[src/hw/state_pkg.sv]
package state_pkg;

    // Field widths of a request and response
    localparam int ID_W_MAX   = 8;
    localparam int UPDATE_W   = 32;
    localparam int STATE_W    = 32;
    localparam int APB_ADDR_W = 8;

    // Context of one update request
    typedef enum logic [1:0] {
        UPDATE_CTXT_NOP      = 2'd0,
        UPDATE_CTXT_DATAPATH = 2'd1,
        UPDATE_CTXT_CONTROL  = 2'd2,
        UPDATE_CTXT_REAP     = 2'd3
    } update_ctxt_t;

    // One request towards the counter bank
    typedef struct packed {
        logic                  req;
        update_ctxt_t          ctxt;
        logic [ID_W_MAX-1:0]   id;
        logic                  init;
        logic [UPDATE_W-1:0]   update;
    } state_req_t;

    // Response, returns the state held before the update
    typedef struct packed {
        logic                  ack;
        logic [STATE_W-1:0]    state;
    } state_resp_t;

    // APB register map
    localparam logic [APB_ADDR_W-1:0] REG_CMD    = 8'h00;
    localparam logic [APB_ADDR_W-1:0] REG_DATA   = 8'h04;
    localparam logic [APB_ADDR_W-1:0] REG_RESULT = 8'h08;
    localparam logic [APB_ADDR_W-1:0] REG_STATUS = 8'h0C;

endpackage : state_pkg
[src/hw/state_counter_top.sv]
`timescale 1ns/1ps

module state_counter_top #(
    parameter int ID_WID           = 4,
    parameter int NUM_TRANSACTIONS = 4
) (
    input  logic                             clk,
    input  logic                             srst,
    input  logic [state_pkg::APB_ADDR_W-1:0] paddr,
    input  logic                             psel,
    input  logic                             penable,
    input  logic                             pwrite,
    input  logic [31:0]                      pwdata,
    output logic [31:0]                      prdata,
    output logic                             pready,
    output logic                             pslverr,
    input  state_pkg::state_req_t            dp_req,
    output state_pkg::state_resp_t           dp_resp
);

    state_pkg::state_req_t  ctrl_req;
    logic                   ctrl_rdy;
    state_pkg::state_resp_t ctrl_resp;
    state_pkg::state_req_t  core_req;
    logic                   core_rdy;
    state_pkg::state_resp_t core_resp;

    // Control plane
    state_apb_ctrl u_apb_ctrl (
        .clk       (clk),
        .srst      (srst),
        .paddr     (paddr),
        .psel      (psel),
        .penable   (penable),
        .pwrite    (pwrite),
        .pwdata    (pwdata),
        .prdata    (prdata),
        .pready    (pready),
        .pslverr   (pslverr),
        .ctrl_req  (ctrl_req),
        .ctrl_rdy  (ctrl_rdy),
        .ctrl_resp (ctrl_resp)
    );

    state_control_mux #(
        .NUM_TRANSACTIONS (NUM_TRANSACTIONS)
    ) u_mux (
        .clk       (clk),
        .srst      (srst),
        .dp_req    (dp_req),
        .dp_resp   (dp_resp),
        .ctrl_req  (ctrl_req),
        .ctrl_rdy  (ctrl_rdy),
        .ctrl_resp (ctrl_resp),
        .core_req  (core_req),
        .core_rdy  (core_rdy),
        .core_resp (core_resp)
    );

    // Counter bank, 2**ID_WID entries
    state_counter_core #(
        .ID_WID (ID_WID)
    ) u_core (
        .clk  (clk),
        .srst (srst),
        .req  (core_req),
        .rdy  (core_rdy),
        .resp (core_resp)
    );

endmodule : state_counter_top

[src/hw/state_apb_ctrl.sv]
`timescale 1ns/1ps

module state_apb_ctrl (
    input  logic                            clk,
    input  logic                            srst,
    input  logic [state_pkg::APB_ADDR_W-1:0] paddr,
    input  logic                            psel,
    input  logic                            penable,
    input  logic                            pwrite,
    input  logic [31:0]                     pwdata,
    output logic [31:0]                     prdata,
    output logic                            pready,
    output logic                            pslverr,
    output state_pkg::state_req_t           ctrl_req,
    input  logic                            ctrl_rdy,
    input  state_pkg::state_resp_t          ctrl_resp
);

    logic                            wr_en;
    logic                            cmd_wr;
    logic                            req_q;
    logic                            busy;
    logic                            done;
    state_pkg::update_ctxt_t         cmd_ctxt;
    logic [3:0]                      cmd_id;
    logic                            cmd_init;
    logic [state_pkg::UPDATE_W-1:0]  data_q;
    logic [state_pkg::STATE_W-1:0]   result_q;

    // Zero wait states, no error response
    assign pready  = 1'b1;
    assign pslverr = 1'b0;

    assign wr_en  = psel && penable && pwrite;
    // CMD is dropped while a command is open
    assign cmd_wr = wr_en && (paddr == state_pkg::REG_CMD) && !busy;

    always_ff @(posedge clk) begin
        if (srst) begin
            req_q <= 1'b0;
            busy  <= 1'b0;
            done  <= 1'b0;
        end else if (cmd_wr) begin
            req_q <= 1'b1;
            busy  <= 1'b1;
            done  <= 1'b0;
        end else begin
            if (req_q && ctrl_rdy) begin
                req_q <= 1'b0;
            end
            if (ctrl_resp.ack) begin
                busy <= 1'b0;
                done <= 1'b1;
            end
        end
    end

    always_ff @(posedge clk) begin
        if (cmd_wr) begin
            cmd_ctxt <= state_pkg::update_ctxt_t'(pwdata[1:0]);
            cmd_init <= pwdata[8];
            cmd_id   <= pwdata[15:12];
        end
        if (wr_en && (paddr == state_pkg::REG_DATA)) begin
            data_q <= pwdata;
        end
        if (ctrl_resp.ack) begin
            result_q <= ctrl_resp.state;
        end
    end

    always_comb begin
        ctrl_req        = '0;
        ctrl_req.req    = req_q;
        ctrl_req.ctxt   = cmd_ctxt;
        ctrl_req.id[3:0] = cmd_id;
        ctrl_req.init   = cmd_init;
        ctrl_req.update = data_q;
    end

    // Read mux
    always_comb begin
        prdata = '0;
        case (paddr)
            state_pkg::REG_CMD:    prdata = {16'h0, cmd_id, 3'b0, cmd_init, 6'b0, cmd_ctxt};
            state_pkg::REG_DATA:   prdata = data_q;
            state_pkg::REG_RESULT: prdata = result_q;
            state_pkg::REG_STATUS: prdata = {30'b0, done, busy};
            default:               prdata = '0;
        endcase
    end

endmodule : state_apb_ctrl

[src/hw/state_counter_core.sv]
`timescale 1ns/1ps

module state_counter_core #(
    parameter int ID_WID = 4
) (
    input  logic                   clk,
    input  logic                   srst,
    input  state_pkg::state_req_t  req,
    output logic                   rdy,
    output state_pkg::state_resp_t resp
);

    localparam int NUM_IDS = 2 ** ID_WID;

    logic [state_pkg::STATE_W-1:0] counters [NUM_IDS];

    logic                          accept;
    logic                          s1_vld;
    state_pkg::state_req_t         s1_req;
    logic [ID_WID-1:0]             s1_id;
    logic [state_pkg::STATE_W-1:0] s1_rd;
    logic                          s2_vld;
    state_pkg::state_req_t         s2_req;
    logic [ID_WID-1:0]             s2_id;
    logic [state_pkg::STATE_W-1:0] s2_old;
    logic [state_pkg::STATE_W-1:0] s2_new;

    // One request per cycle outside reset
    assign rdy    = !srst;
    assign accept = req.req && rdy;

    assign s1_id = s1_req.id[ID_WID-1:0];
    assign s2_id = s2_req.id[ID_WID-1:0];

    // Stage 1 read, bypass the write that stage 2 does this cycle
    assign s1_rd = (s2_vld && (s2_id == s1_id)) ? s2_new : counters[s1_id];

    always_comb begin
        s2_new = s2_old;
        case (s2_req.ctxt)
            state_pkg::UPDATE_CTXT_DATAPATH,
            state_pkg::UPDATE_CTXT_CONTROL: begin
                s2_new = s2_req.init ? s2_req.update : s2_old + s2_req.update;
            end
            state_pkg::UPDATE_CTXT_REAP: begin
                s2_new = '0;
            end
            default: begin
                s2_new = s2_old;
            end
        endcase
    end

    always_ff @(posedge clk) begin
        if (srst) begin
            s1_vld <= 1'b0;
            s2_vld <= 1'b0;
        end else begin
            s1_vld <= accept;
            s2_vld <= s1_vld;
        end
    end

    always_ff @(posedge clk) begin
        s1_req <= req;
        s2_req <= s1_req;
        s2_old <= s1_rd;
    end

    // Write back at the end of stage 2
    always_ff @(posedge clk) begin
        if (srst) begin
            for (int i = 0; i < NUM_IDS; i++) begin
                counters[i] <= '0;
            end
        end else if (s2_vld) begin
            counters[s2_id] <= s2_new;
        end
    end

    always_comb begin
        resp.ack   = s2_vld;
        resp.state = s2_old;
    end

endmodule : state_counter_core

[src/hw/state_control_mux.sv]
`timescale 1ns/1ps

module state_control_mux #(
    parameter int NUM_TRANSACTIONS = 4
) (
    input  logic                   clk,
    input  logic                   srst,
    input  state_pkg::state_req_t  dp_req,
    output state_pkg::state_resp_t dp_resp,
    input  state_pkg::state_req_t  ctrl_req,
    output logic                   ctrl_rdy,
    output state_pkg::state_resp_t ctrl_resp,
    output state_pkg::state_req_t  core_req,
    input  logic                   core_rdy,
    input  state_pkg::state_resp_t core_resp
);

    state_pkg::state_req_t prx_req;
    logic                  prx_rdy;
    logic                  ctrl_sel;
    logic                  ack_to_ctrl;
    logic                  fifo_empty;
    logic                  fifo_sel;

    // Control requests are held here, at most one open
    state_req_proxy u_proxy (
        .clk     (clk),
        .srst    (srst),
        .in_req  (ctrl_req),
        .in_rdy  (ctrl_rdy),
        .out_req (prx_req),
        .out_rdy (prx_rdy),
        .out_ack (ack_to_ctrl)
    );

    // Datapath has strict priority
    assign ctrl_sel = !dp_req.req;
    assign prx_rdy  = ctrl_sel && core_rdy;
    assign core_req = ctrl_sel ? prx_req : dp_req;

    // Owner of each open transaction, in acceptance order
    state_ctxt_fifo #(
        .DEPTH (NUM_TRANSACTIONS)
    ) u_ctxt_fifo (
        .clk     (clk),
        .srst    (srst),
        .wr      (core_req.req && core_rdy),
        .wr_data (ctrl_sel),
        .rd      (core_resp.ack),
        .rd_data (fifo_sel),
        .empty   (fifo_empty)
    );

    assign ack_to_ctrl = core_resp.ack && !fifo_empty && fifo_sel;

    // State goes to both sides, only the owner sees ack
    always_comb begin
        dp_resp.ack     = core_resp.ack && !ack_to_ctrl;
        dp_resp.state   = core_resp.state;
        ctrl_resp.ack   = ack_to_ctrl;
        ctrl_resp.state = core_resp.state;
    end

endmodule : state_control_mux

[src/hw/state_req_proxy.sv]
`timescale 1ns/1ps

module state_req_proxy (
    input  logic                  clk,
    input  logic                  srst,
    input  state_pkg::state_req_t in_req,
    output logic                  in_rdy,
    output state_pkg::state_req_t out_req,
    input  logic                  out_rdy,
    input  logic                  out_ack
);

    logic                  pending;
    logic                  in_progress;
    logic                  accept;
    state_pkg::state_req_t held;

    // One transaction at a time, from acceptance until its ack
    assign in_rdy = !pending && !in_progress;
    assign accept = in_req.req && in_rdy;

    always_ff @(posedge clk) begin
        if (srst) begin
            pending <= 1'b0;
        end else if (accept) begin
            pending <= 1'b1;
        end else if (out_rdy) begin
            pending <= 1'b0;
        end
    end

    always_ff @(posedge clk) begin
        if (srst) begin
            in_progress <= 1'b0;
        end else if (pending && out_rdy) begin
            in_progress <= 1'b1;
        end else if (out_ack) begin
            in_progress <= 1'b0;
        end
    end

    // Request fields held for the downstream side
    always_ff @(posedge clk) begin
        if (accept) begin
            held <= in_req;
        end
    end

    always_comb begin
        out_req     = held;
        out_req.req = pending;
    end

endmodule : state_req_proxy

[src/hw/state_ctxt_fifo.sv]
`timescale 1ns/1ps

module state_ctxt_fifo #(
    parameter int DEPTH = 4
) (
    input  logic clk,
    input  logic srst,
    input  logic wr,
    input  logic wr_data,
    input  logic rd,
    output logic rd_data,
    output logic empty
);

    localparam int PTR_W = (DEPTH > 1) ? $clog2(DEPTH) : 1;
    localparam int CNT_W = $clog2(DEPTH + 1);

    logic             mem [DEPTH];
    logic [PTR_W-1:0] wr_ptr;
    logic [PTR_W-1:0] rd_ptr;
    logic [CNT_W-1:0] count;
    logic             push;
    logic             pop;

    assign push = wr;
    // Never pop past the last entry
    assign pop  = rd && !empty;

    assign empty   = (count == '0);
    assign rd_data = mem[rd_ptr];

    always_ff @(posedge clk) begin
        if (push) begin
            mem[wr_ptr] <= wr_data;
        end
    end

    always_ff @(posedge clk) begin
        if (srst) begin
            wr_ptr <= '0;
            rd_ptr <= '0;
            count  <= '0;
        end else begin
            if (push) begin
                wr_ptr <= (wr_ptr == PTR_W'(DEPTH - 1)) ? '0 : wr_ptr + 1'b1;
            end
            if (pop) begin
                rd_ptr <= (rd_ptr == PTR_W'(DEPTH - 1)) ? '0 : rd_ptr + 1'b1;
            end
            // Simultaneous push and pop leave the count unchanged
            if (push && !pop) begin
                count <= count + 1'b1;
            end else if (pop && !push) begin
                count <= count - 1'b1;
            end
        end
    end

endmodule : state_ctxt_fifo

[config.mk]
export PLATFORM = sky130hd
export DESIGN_NAME = state_counter_top
export DESIGN_NICKNAME = d
export VERILOG_FILES = /design/src/hw/state_pkg.sv /design/src/hw/state_counter_top.sv /design/src/hw/state_apb_ctrl.sv /design/src/hw/state_counter_core.sv /design/src/hw/state_control_mux.sv /design/src/hw/state_req_proxy.sv /design/src/hw/state_ctxt_fifo.sv
export SDC_FILE = /design/constraint.sdc
export NUM_CORES = 1
export LEC_CHECK = 0
export ABC_CLOCK_PERIOD_IN_PS = 9800
export BUFFER_PORTS_ARGS = -buffer_cell sky130_fd_sc_hd__buf_4
export CAP_MARGIN = 20
export CELL_PAD_IN_SITES_DETAIL_PLACEMENT = 1
export CELL_PAD_IN_SITES_GLOBAL_PLACEMENT = 2
export CORE_ASPECT_RATIO = 1.75
export CORE_MARGIN = 2
export CORE_UTILIZATION = 25
export CTS_BUF_LIST = sky130_fd_sc_hd__clkbuf_16
export CTS_CLUSTER_SIZE = 25
export DETAILED_ROUTE_END_ITERATION = 16
export GPL_TIMING_DRIVEN = 0
export PLACE_DENSITY = 0.58
export SLEW_MARGIN = 5
export SYNTH_ARGS = -nofsm -noshare
export SYNTH_HDL_FRONTEND = slang
export SYNTH_SLANG_ARGS = --single-unit
[constraint.sdc]
create_clock -name clk -period 9.8 [get_ports clk]
set_clock_uncertainty 0.1 [all_clocks]
set_input_delay 0 -clock clk [delete_from_list [all_inputs] [get_ports clk]]
set_output_delay 0 -clock clk [all_outputs]
set_load 0.02 [all_outputs]
==> results of run 1 <==
## cell type report
type	count	area [µm²]
Tap cell	1653	2070
Inverter	18	67.6
Sequential cell	752	21300
Fill cell	13300	86500
Antenna cell	1	2.50
Timing Repair Buffer	305	2880
Clock buffer	73	1830
Multi-Input combinational cell	1230	9560
Clock inverter	55	617
Buffer	165	649
## cell families (layout without fill, tap and decap cells)
group / after synthesis / in the layout / share of synthesized area
flops: 752 / 752 / 0.676
simple gates: 726 / 726 / 0.0935
mux: 218 / 218 / 0.136
compound gates: 212 / 212 / 0.0467
buf+inv: 183 / 616 / 0.0227
fa+ha+maj: 40 / 40 / 0.0163
xor+xnor: 32 / 32 / 0.00889
other cells: 2 / 3 / 0.000238
## flip-flops by register name, summed over array words and instances (netlist names), 2 cells and up, named ones only
register,flops
u_core.counters,512
u_mux.u_proxy.out_req,39
u_core.s1_req,35
u_core.s2_req,35
u_apb_ctrl.data_q,32
u_apb_ctrl.result_q,32
u_core.s2_old,32
u_apb_ctrl.cmd_id,4
u_core.s1_id,4
u_core.s2_id,4
u_mux.u_ctxt_fifo.mem,4
u_mux.u_ctxt_fifo.count,3
u_apb_ctrl.cmd_ctxt,2
u_mux.u_ctxt_fifo.rd_ptr,2
u_mux.u_ctxt_fifo.wr_ptr,2
## worst max-delay path by stage
stage | end | start | slack (ns) | cells after the start
floorplan | u_mux.u_proxy.out_req[0] | u_mux.u_proxy.pending | 5.93 | 1
global placement | u_mux.u_proxy.out_req[25] | u_mux.u_proxy.pending | 3.30 | 1
detailed placement | u_core.s2_old[31] | u_core.s2_old[3] | 4.58 | 11
CTS | u_core.s2_old[31] | u_core.s2_old[3] | 4.57 | 11
global route | u_core.counters[7][30] | u_core.s2_old[0] | 4.48 | 13
finish | u_core.counters[7][31] | u_core.s2_old[3] | 4.61 | 12
## report_power, final
group | internal [mW] | switching [mW] | total (mW)
clock network | 1.70 | 1.27 | 2.98
logic | 0.337 | 0.519 | 0.856
registers | 3.57 | 0.0668 | 3.64
total | 5.61 | 1.86 | 7.47
## critical path, stage by stage, from the launching register on
cell and delay [ns]:
sky130_fd_sc_hd__dfxtp_1 0.36, sky130_fd_sc_hd__ha_1 0.37, sky130_fd_sc_hd__a21o_1 0.18, sky130_fd_sc_hd__a21oi_1 0.21, sky130_fd_sc_hd__a21oi_1 0.28, sky130_fd_sc_hd__o21ai_0 0.86, sky130_fd_sc_hd__a31oi_1 0.40, sky130_fd_sc_hd__a21oi_1 0.55
sky130_fd_sc_hd__mux2i_1 0.24, sky130_fd_sc_hd__nand3_1 0.11, sky130_fd_sc_hd__a22oi_1 0.79, sky130_fd_sc_hd__buf_2 0.39, sky130_fd_sc_hd__nor2_1 0.07
## cells in the final DEF (no fill, tap or decap), types with 9 or more instances in the layout
cell,count
sky130_fd_sc_hd__xor2_1,17
sky130_fd_sc_hd__dfxtp_1,126
sky130_fd_sc_hd__mux2_2,43
sky130_fd_sc_hd__buf_1,10
sky130_fd_sc_hd__nand2_1,83
sky130_fd_sc_hd__o21ai_0,58
sky130_fd_sc_hd__nand3_1,16
sky130_fd_sc_hd__nand2b_2,16
sky130_fd_sc_hd__clkbuf_16,73
sky130_fd_sc_hd__clkinv_1,13
sky130_fd_sc_hd__a21o_1,19
sky130_fd_sc_hd__a22oi_1,19
sky130_fd_sc_hd__xnor2_1,15
sky130_fd_sc_hd__ha_1,38
sky130_fd_sc_hd__buf_12,18
sky130_fd_sc_hd__inv_1,25
sky130_fd_sc_hd__edfxtp_1,626
sky130_fd_sc_hd__bufinv_16,13
sky130_fd_sc_hd__mux2i_1,12
sky130_fd_sc_hd__a22o_1,25
sky130_fd_sc_hd__clkinv_2,9
sky130_fd_sc_hd__buf_4,151
sky130_fd_sc_hd__nor2_1,552
sky130_fd_sc_hd__mux4_2,163
sky130_fd_sc_hd__a21oi_1,44
sky130_fd_sc_hd__dlygate4sd3_1,131
sky130_fd_sc_hd__clkbuf_1,145
## routing by layer
| layer | share of wire | wire, µm |
|---|---|---|
| met5 | 0 | 0 |
| met4 | 0.030 | 2980 |
| met3 | 0.030 | 2910 |
| met2 | 0.59 | 58100 |
| met1 | 0.35 | 33900 |
## per-stage QoR
stage	std cells	hold slack [ns]
2_1_floorplan	2165	-0.00113
3_3_place_gp	3964	0.0805
3_5_place_dp	3991	0.0798
4_1_cts	4250	0.00126
5_1_grt	4252	0.00749
6_report	4252	0.0207
==> metrics.txt, run 1 <==
post-DR wirelength/cell=approximately 23 µm; met2 track utilization from global routing=0.320; setup repair after global routing missed its margin=false; Critical R2R Capture=u_core.counters[7][31]; proportion of layout cells with a drive suffix above 1=0.204; met1 Usage GRT=0.150; # Max-Cap Violations=0; number of nets with antenna violations after routing=0; VDD IR max=roughly 0.12 mV; routed via count divided by cell count=~4.5; number of optimization iterations in the first detailed-route pass=4; Yosys reg bits=between 700 and 800; net count after synthesis=approximately 2300; final critical-path required period=between 5 and 6 ns; Reg2Reg Setup Slack=4.61 ns; startpoint kind of the worst setup timing path=flip-flop; peak clock frequency supported by timing=0.193 GHz; cell depth of the worst hold path=3; clk slew on worst S/H paths=0.07 ns; drt total wl=approximately 98000 µm; critical-path maximum fanout=10; hold_buf cts=131; Initial Util=0.251; worst setup slack before clock tree synthesis=about 4.6 ns; number of input and output port buffers inserted=approximately 150; post-route setup TNS=0 ns; maximum number of pins on one net before global-route repair=30; Post-synth top flop=sky130_fd_sc_hd__edfxtp_1; number of H-tree branching levels=3; number of buffers on the longest clock path=3; number of buffers inserted to repair setup after CTS=0; Resize count post-CTS=0; portion of synthesized cell area occupied by the leading cell type=0.596; wire length of the first global-routing pass=approximately 150000 µm; final weighted congestion in routability-driven placement=about 0.85; Commonest cells post-synth=sky130_fd_sc_hd__edfxtp_1, sky130_fd_sc_hd__nor2_1, sky130_fd_sc_hd__mux4_2; summed area of non-filler cells in the final layout=39000 µm²; class of the most critical hold timing path=in2reg; final setup fails=0; required time of the critical path=about 10 ns; DP Wirelength=around 75000 µm; endpoint with the worst hold slack=u_apb_ctrl.data_q[31]; number of pins with negative max-slew slack in the final report=0; initial antenna violation count=1; number of synthesis warnings=0; Post-Syn Area=31500 µm²; path depth of the worst reg2reg path=12; mean cell area of the mapped netlist=14.6 µm²; Floorplan Core Area=about 130000 µm²; post-synthesis cell type with the largest combined area=sky130_fd_sc_hd__edfxtp_1; post-layout total power=approximately 7.5 mW; number of buffers created by CTS=69; routed via count=19300; post-route setup slack=4.61 ns; relative slew slack=0.261; instance area after placement=35200 µm²; overall die area=around 130000 µm²; distinct cell type count after synthesis=64; die height=474 µm; most area-consuming cells after synthesis=sky130_fd_sc_hd__edfxtp_1, sky130_fd_sc_hd__mux4_2, sky130_fd_sc_hd__dfxtp_1; register area share after synthesis=0.676; Power Dens Cells=roughly 190 nW/µm²; post-route core utilization=0.311; Clock Root Buffer=sky130_fd_sc_hd__clkbuf_16; Worst setup EP type=flip-flop; later-pin clock latency in the skew report=0.66 ns; met3 layer usage reported by global route=0.0206; Rows=between 150 and 200; sum of overflow across all layers after global routing=0; # IOs=156; most frequently used cell type in the post-synthesis netlist=sky130_fd_sc_hd__edfxtp_1; result of the run=completed; Total GRT Usage=0.154; Final Hold Vio Count=0; Arrival @ worst endpoint=5.48 ns; vias in the first global route=~22000; Die Width=between 200 and 300 µm; DRT iter0 DRCs=between 1000 and 1500; critical register-to-register path startpoint=u_core.s2_old[3]; startpoint of the tightest hold check path=penable; Most Crowded Layer GR=met2; Pleak=13.8 nW; Layout Nets=approximately 2700; CTS tree=done; layout overhead on the synthesized area=23.6%; number of instances in the synthesized netlist=around 2200; pin slew with the least headroom to its limit=1.11 ns; Final period util=0.529; Critical Setup Path Class=reg2reg; total DRC errors in the routed layout=0; CTS sink count=between 700 and 800; number of synthesized flops with an enable pin=626; Async SR Flop Fraction=0
Power figures use the tool's default switching activity.
==> run 2: changes to the inputs <==
- ABC_CLOCK_PERIOD_IN_PS: 9800 -> 4300
- PLACE_DENSITY: 0.58 -> 0.59
- clock period: 9.8 -> 4.3 ns (I/O delays scaled with it)
==> run 2 against run 1 <==
Net effect: design area down 0.81%; setup slack worse by 4.4 ns; register-to-register slack worse by 4.4 ns.
==> metrics.txt, run 2 (same netlist as run 1, synthesis figures left out) <==
Critical R2R Capture=u_core.counters[9][28]; most frequent cells in the layout=sky130_fd_sc_hd__edfxtp_1, sky130_fd_sc_hd__nor2_1, sky130_fd_sc_hd__mux4_2; later-pin clock latency in the skew report=roughly 0.64 ns; required time of the critical path=roughly 4.6 ns; post-route core utilization=0.308; Floorplan Core Area=approximately 130000 µm²; number of input and output port buffers inserted=146; largest register by flop count=u_core.counters; class of the most critical hold timing path=in2reg; post-DR wirelength/cell=roughly 23 µm; slowest cell delay on critical path=0.44 ns; die height=474 µm; Layout Nets=2658; number of nets with antenna violations after routing=0; flip-flop count of the largest register, all copies and words added=512; critical register-to-register path startpoint=u_core.s2_old[0]; fill cell total of the finished layout=13300; Clock Root Buffer=sky130_fd_sc_hd__clkbuf_16; number of pins with negative max-slew slack in the final report=0; layout overhead on the synthesized area=22.6%; final critical-path required period=around 4 ns; DP Wirelength=74300 µm; number of buffers created by CTS=67; detailed-routing wirelength on met1=about 34000 µm; highest layer used for signal routing=met4; DRT iter0 DRCs=1262; Final period util=0.954; depth of the critical timing path with buffers and inverters included=14; Pleak=between 10 and 15 nW; pin slew with the least headroom to its limit=approximately 1.1 ns; maximum number of pins on one net before global-route repair=28; slowest cell on the critical path=sky130_fd_sc_hd__a311oi_2; routed via count=19100; Die Width=~270 µm; final setup fails=0; number of H-tree branching levels=3; leading cell type in the layout, fill and taps excluded=sky130_fd_sc_hd__edfxtp_1; number of buffers on the longest clock path=3; wire length of the first global-routing pass=approximately 140000 µm; critical-path maximum fanout=10; path depth of the worst reg2reg path=14; VDD IR max=around 0.38 mV; Critical Setup Path Class=reg2reg; CTS tree=done; Met2 Wirelength=57600 µm; Power Dens Cells=422 nW/µm²; detailed-routed wire length on met3=between 2000 and 3000 µm; overall die area=about 130000 µm²; initial antenna violation count=1; worst setup path startpoint=u_core.s2_old[0]; # IOs=between 150 and 200; routed via count divided by cell count=4.52; sum of overflow across all layers after global routing=0; Initial Util=0.251; final weighted congestion in routability-driven placement=0.852; Crit path buffers/inverters=2; relative slew slack=0.280; proportion of layout cells with a drive suffix above 1=0.210; Arrival @ worst endpoint=approximately 4.4 ns; number of optimization iterations in the first detailed-route pass=5; total DRC errors in the routed layout=0; startpoint kind of the worst setup timing path=flip-flop; # Max-Cap Violations=0; setup repair after global routing missed its margin=true; drt total wl=97000 µm; vias in the first global route=21700; CTS sink count=about 750; summed area of non-filler cells in the final layout=roughly 39000 µm²; Rows=roughly 170; category of cells accounting for the largest share of critical-path delay=compound AO/OA/AOI/OAI gates; result of the run=completed; worst-path cell chain=ha_1, fa_1, a21o_1, a21oi_1, o21ai_2, a31oi_4, o21ai_2, a311oi_2, o41ai_2, xor2_1, a221oi_4, buf_4, buf_6, nor2_1; most repeated library cell on the critical path=sky130_fd_sc_hd__o21ai_2; Worst setup EP type=flip-flop; clk slew on worst S/H paths=about 0.07 ns; CP Capture Point=u_core.counters[9][28]; Final Hold Vio Count=0; Total GRT Usage=0.151; Reg2Reg Setup Slack=0.20 ns; peak clock frequency supported by timing=between 0.2 and 0.25 GHz; instance area after placement=roughly 35000 µm²
run 2: power by group:
group | internal (mW) | switching [mW] | total, mW
registers | 8.13 | 0.157 | 8.29
clock network | 3.24 | 2.80 | 6.04
logic | 0.797 | 1.20 | 2.00
total | 12.2 | 4.16 | 16.3
run 2: worst min path at each step:
stage / depth (start not counted) / slack, ns / from / to
finish: 6 / 0.02 / paddr[1] / u_apb_ctrl.req_q
floorplan: 0 / -0.001 / pwdata[0] / u_apb_ctrl.cmd_ctxt[0]
CTS: 2 / 0.001 / pwdata[29] / u_apb_ctrl.data_q[29]
detailed placement: 1 / 0.08 / pwdata[4] / u_apb_ctrl.data_q[4]
global placement: 1 / 0.08 / pwdata[16] / u_apb_ctrl.data_q[16]
global route: 3 / 0.03 / dp_req[2] / u_core.s1_req[2]
run 2: worst register-to-register path, delay by kind of cell, from the launching register on:
kind                       cells  cell delay [ns]
AOI/OAI and AO/OA              8             2.09
adders and majority gates      2             0.70
DFF                            1             0.35
buffers and inverters          2             0.34
xor gates and xnor gates       1             0.19
and+or+nand+nor                1             0.06
run 2: cell type report:
type	instances	area, µm²	share of cell area
antenna	1	2.50	0.0000647
buffer	165	653	0.0169
clock buffer	69	1730	0.0446
clock inverter	52	402	0.0104
inverter	18	67.6	0.00175
multi-input combinational	1230	9650	0.250
sequential	752	21300	0.551
tap	1653	2070	0.0535
timing repair buffer	295	2780	0.0719
run 2: through the flow:
| stage | worst slack, ns | cells | total power, mW | hold WS (ns) | TNS (ns) |
|---|---|---|---|---|---|
| final | 0.199 | 4235 | 16.3 | 0.0245 | 0 |
| after global placement | -2.27 | 3964 | 10.2 | 0.0807 | -191.18 |
| after floorplan | 0.428 | 2165 | 9.54 | -0.00113 | 0 |
| after global routing | -0.0332 | 4235 | 16.9 | 0.0302 | -0.149 |
| after CTS | 0.00733 | 4224 | 16.5 | 0.000979 | 0 |
| after detailed placement | -0.913 | 3991 | 10.3 | 0.0793 | -46.47 |
run 2: timing repair:
item | CTS | global route
pin swaps | 3 | 3
endpoints found under the hold margin | 97 | 4
setup buffers | 5 | 7
hold buffers | 107 | 2
setup endpoints to repair | 129 | 90
gates resized for setup | 14 | 9
run 2: layer usage:
layer  up-vias  track usage
met2       366        0.316
met4         0       0.0542
met1      9899        0.146
met3       129       0.0186
li1       8732            -
met5         -            0
==> run 3: changes to the inputs <==
- PLACE_DENSITY: 0.59 -> 0.55
- REMOVE_ABC_BUFFERS: unset -> 1
==> run 3 against run 2 <==
Net effect: combinational power about the same; sequential power up 0.5%; core utilization up 0.48 points; non-clock buffer count down 74; first-iteration DRC count down 3.9%; final cell count down 1.5%; register-to-register slack about the same; die area unchanged; hold slack better by 0.034 ns; total power up 1.8%; largest cell class unchanged; highest routed layer unchanged.
==> metrics.txt, run 3 (same netlist as run 1, synthesis figures left out) <==
setup repair after global routing missed its margin=false; Critical Setup Path Class=reg2reg; # IOs=about 160; relative contribution of sequential cells to total power=0.501; critical-path maximum fanout=17; Layout Nets=between 2000 and 3000; Switching Share=0.251; class of the most critical hold timing path=in2reg; most frequent cells in the layout=sky130_fd_sc_hd__edfxtp_1, sky130_fd_sc_hd__nor2_1, sky130_fd_sc_hd__buf_4; number of optimization iterations in the first detailed-route pass=5; cell depth of the worst hold path=4; number of buffers created by CTS=70; Reg2Reg Setup Slack=0.19 ns; maximum number of pins on one net before global-route repair=approximately 50; slowest cell delay on critical path=between 0.5 and 0.6 ns; later-pin clock latency in the skew report=between 0.6 and 0.7 ns; internal power component=12.4 mW; number of input and output port buffers inserted=roughly 150; flip-flop count of the largest register, all copies and words added=slightly above 500; endpoint with the worst hold slack=u_apb_ctrl.cmd_ctxt[0]; Arrival @ worst endpoint=approximately 4.4 ns; switching power of the nets=between 4 and 5 mW; DP Wirelength=64100 µm; number of H-tree branching levels=3; Pleak=roughly 14 nW; Final period util=0.956; number of buffers on the longest clock path=3; final setup fails=0; Power Dens Cells=around 420 nW/µm²; layout overhead on the synthesized area=24.6%; CTS sink count=around 750; number of nets with antenna violations after routing=0; pin slew with the least headroom to its limit=between 1 and 1.5 ns; wire length of the first global-routing pass=~150000 µm; proportion of layout cells with a drive suffix above 1=0.230; path depth of the worst reg2reg path=13; critical register-to-register path startpoint=u_core.s2_old[0]; portion of total power attributed to the clock network=0.380; slowest cell on the critical path=sky130_fd_sc_hd__a311oi_2; Critical R2R Capture=u_core.counters[3][28]; post-DR wirelength/cell=24.2 µm; post-route setup TNS=0 ns; VDD IR max=0.313 mV; Floorplan Core Area=125000 µm²; worst hold-check slack=roughly 0.06 ns; Worst setup EP type=flip-flop; Rows=about 170; required time of the critical path=~4.6 ns; final weighted congestion in routability-driven placement=around 0.83; routed via count divided by cell count=between 4 and 5; initial antenna violation count=3; startpoint of the tightest hold check path=paddr[3]; result of the run=completed; peak clock frequency supported by timing=0.243 GHz; total DRC errors in the routed layout=0; post-route core utilization=0.313; relative slew slack=0.308; die height=roughly 470 µm; Die Width=272 µm; clk slew on worst S/H paths=roughly 0.07 ns; largest register by flop count=u_core.counters; CTS tree=done; Final Hold Vio Count=0; # Max-Cap Violations=0; leading cell type in the layout, fill and taps excluded=sky130_fd_sc_hd__edfxtp_1; DRT iter0 DRCs=between 1000 and 1500; sum of overflow across all layers after global routing=0; vias in the first global route=roughly 22000; number of pins with negative max-slew slack in the final report=0; drt total wl=101000 µm; Clock Root Buffer=sky130_fd_sc_hd__clkbuf_16; startpoint kind of the worst setup timing path=flip-flop; Total GRT Usage=0.157; worst-path cell chain=ha_1, fa_1, a21o_1, a21oi_1, o21ai_1, a31oi_4, o21ai_2, a311oi_2, o41ai_2, xor2_1, a221oi_4, buf_12, nor2_1; Initial Util=0.251; Combinational Power Share=0.119; overall die area=about 130000 µm²; final critical-path required period=just over 4 ns; routed via count=between 15000 and 20000
run 3: changes by cell type in the layout (fill, tap and decap cells not counted), sizes merged:
cell         delta
buf             +8
bufinv          +1
clkbuf        -139
clkinv          -5
dlygate4sd3    +62
inv             +8
run 3: layout make-up:
| class | instances | area, µm² |
|---|---|---|
| fillers | 13200 | 86200 |
| flip-flops and latches | 752 | 21300 |
| multi-input cells | 1230 | 9810 |
| repair buffers | 386 | 3740 |
| well taps | 1653 | 2070 |
| clock buffers | 74 | 1850 |
| clock inverters | 56 | 404 |
| inverters | 18 | 67.6 |
| diodes | 1 | 2.50 |
run 3: worst max-delay path: cells and delay by family, from the launching register on:
kind / cells / cell delay (ns)
adders and majority gates: 2 / 0.67
and+or+nand+nor: 1 / 0.06
buffers and inverters: 1 / 0.19
AOI/OAI and AO/OA: 8 / 2.26
xor gates and xnor gates: 1 / 0.19
DFF: 1 / 0.36
run 3: worst max-delay path by stage:
stage,startpoint,to,slack [ns]
floorplan,u_core.s1_id[0],u_core.s2_old[0],-2.84
global placement,u_core.s1_id[0],u_core.s2_old[27],-8.04
detailed placement,u_core.s2_old[0],u_core.counters[2][30],-0.90
CTS,u_core.s2_old[0],u_core.counters[15][30],0.03
global route,u_core.s2_old[0],u_core.counters[3][28],0.004
finish,u_core.s2_old[0],u_core.counters[3][28],0.19
run 3: power by group through the flow:
stage | registers, mW | logic [mW] | clock network [mW]
after global placement | 8.56 | 1.70 | 0
final | 8.33 | 1.98 | 6.32
after global routing | 8.36 | 2.13 | 6.76
after CTS | 8.34 | 1.97 | 6.51
after detailed placement | 8.50 | 1.82 | 0
after floorplan | 8.49 | 1.03 | 0
run 3: through the flow:
step | total power [mW] | setup WS (ns) | instance area [µm²] | std cells
6_report | 16.6 | 0.190 | 39300 | 4170
4_1_cts | 16.8 | 0.0287 | 39200 | 4162
3_5_place_dp | 10.3 | -0.895 | 35100 | 3859
5_1_grt | 17.3 | 0.00423 | 39300 | 4170
3_3_place_gp | 10.3 | -8.04 | 34100 | 3802
2_1_floorplan | 9.53 | -2.84 | 30900 | 2000
run 3: metal layers:
layer | up-vias | share of wire | GRT usage
met1 | 10200 | 0.35 | 0.158
met5 | - | 0 | 0
li1 | 8602 | - | -
met2 | 415 | 0.59 | 0.325
met4 | 0 | 0.026 | 0.0483
met3 | 132 | 0.032 | 0.0204
run 3: what timing repair did:
item | 4_1_cts | 5_1_grt
endpoints found under the setup margin | 102 | 46
endpoints found under the hold margin | 111 | 0
hold buffers | 171 | 0
buffers inserted | 2 | 1
pin swaps | 2 | 1
resized for setup | 8 | 3
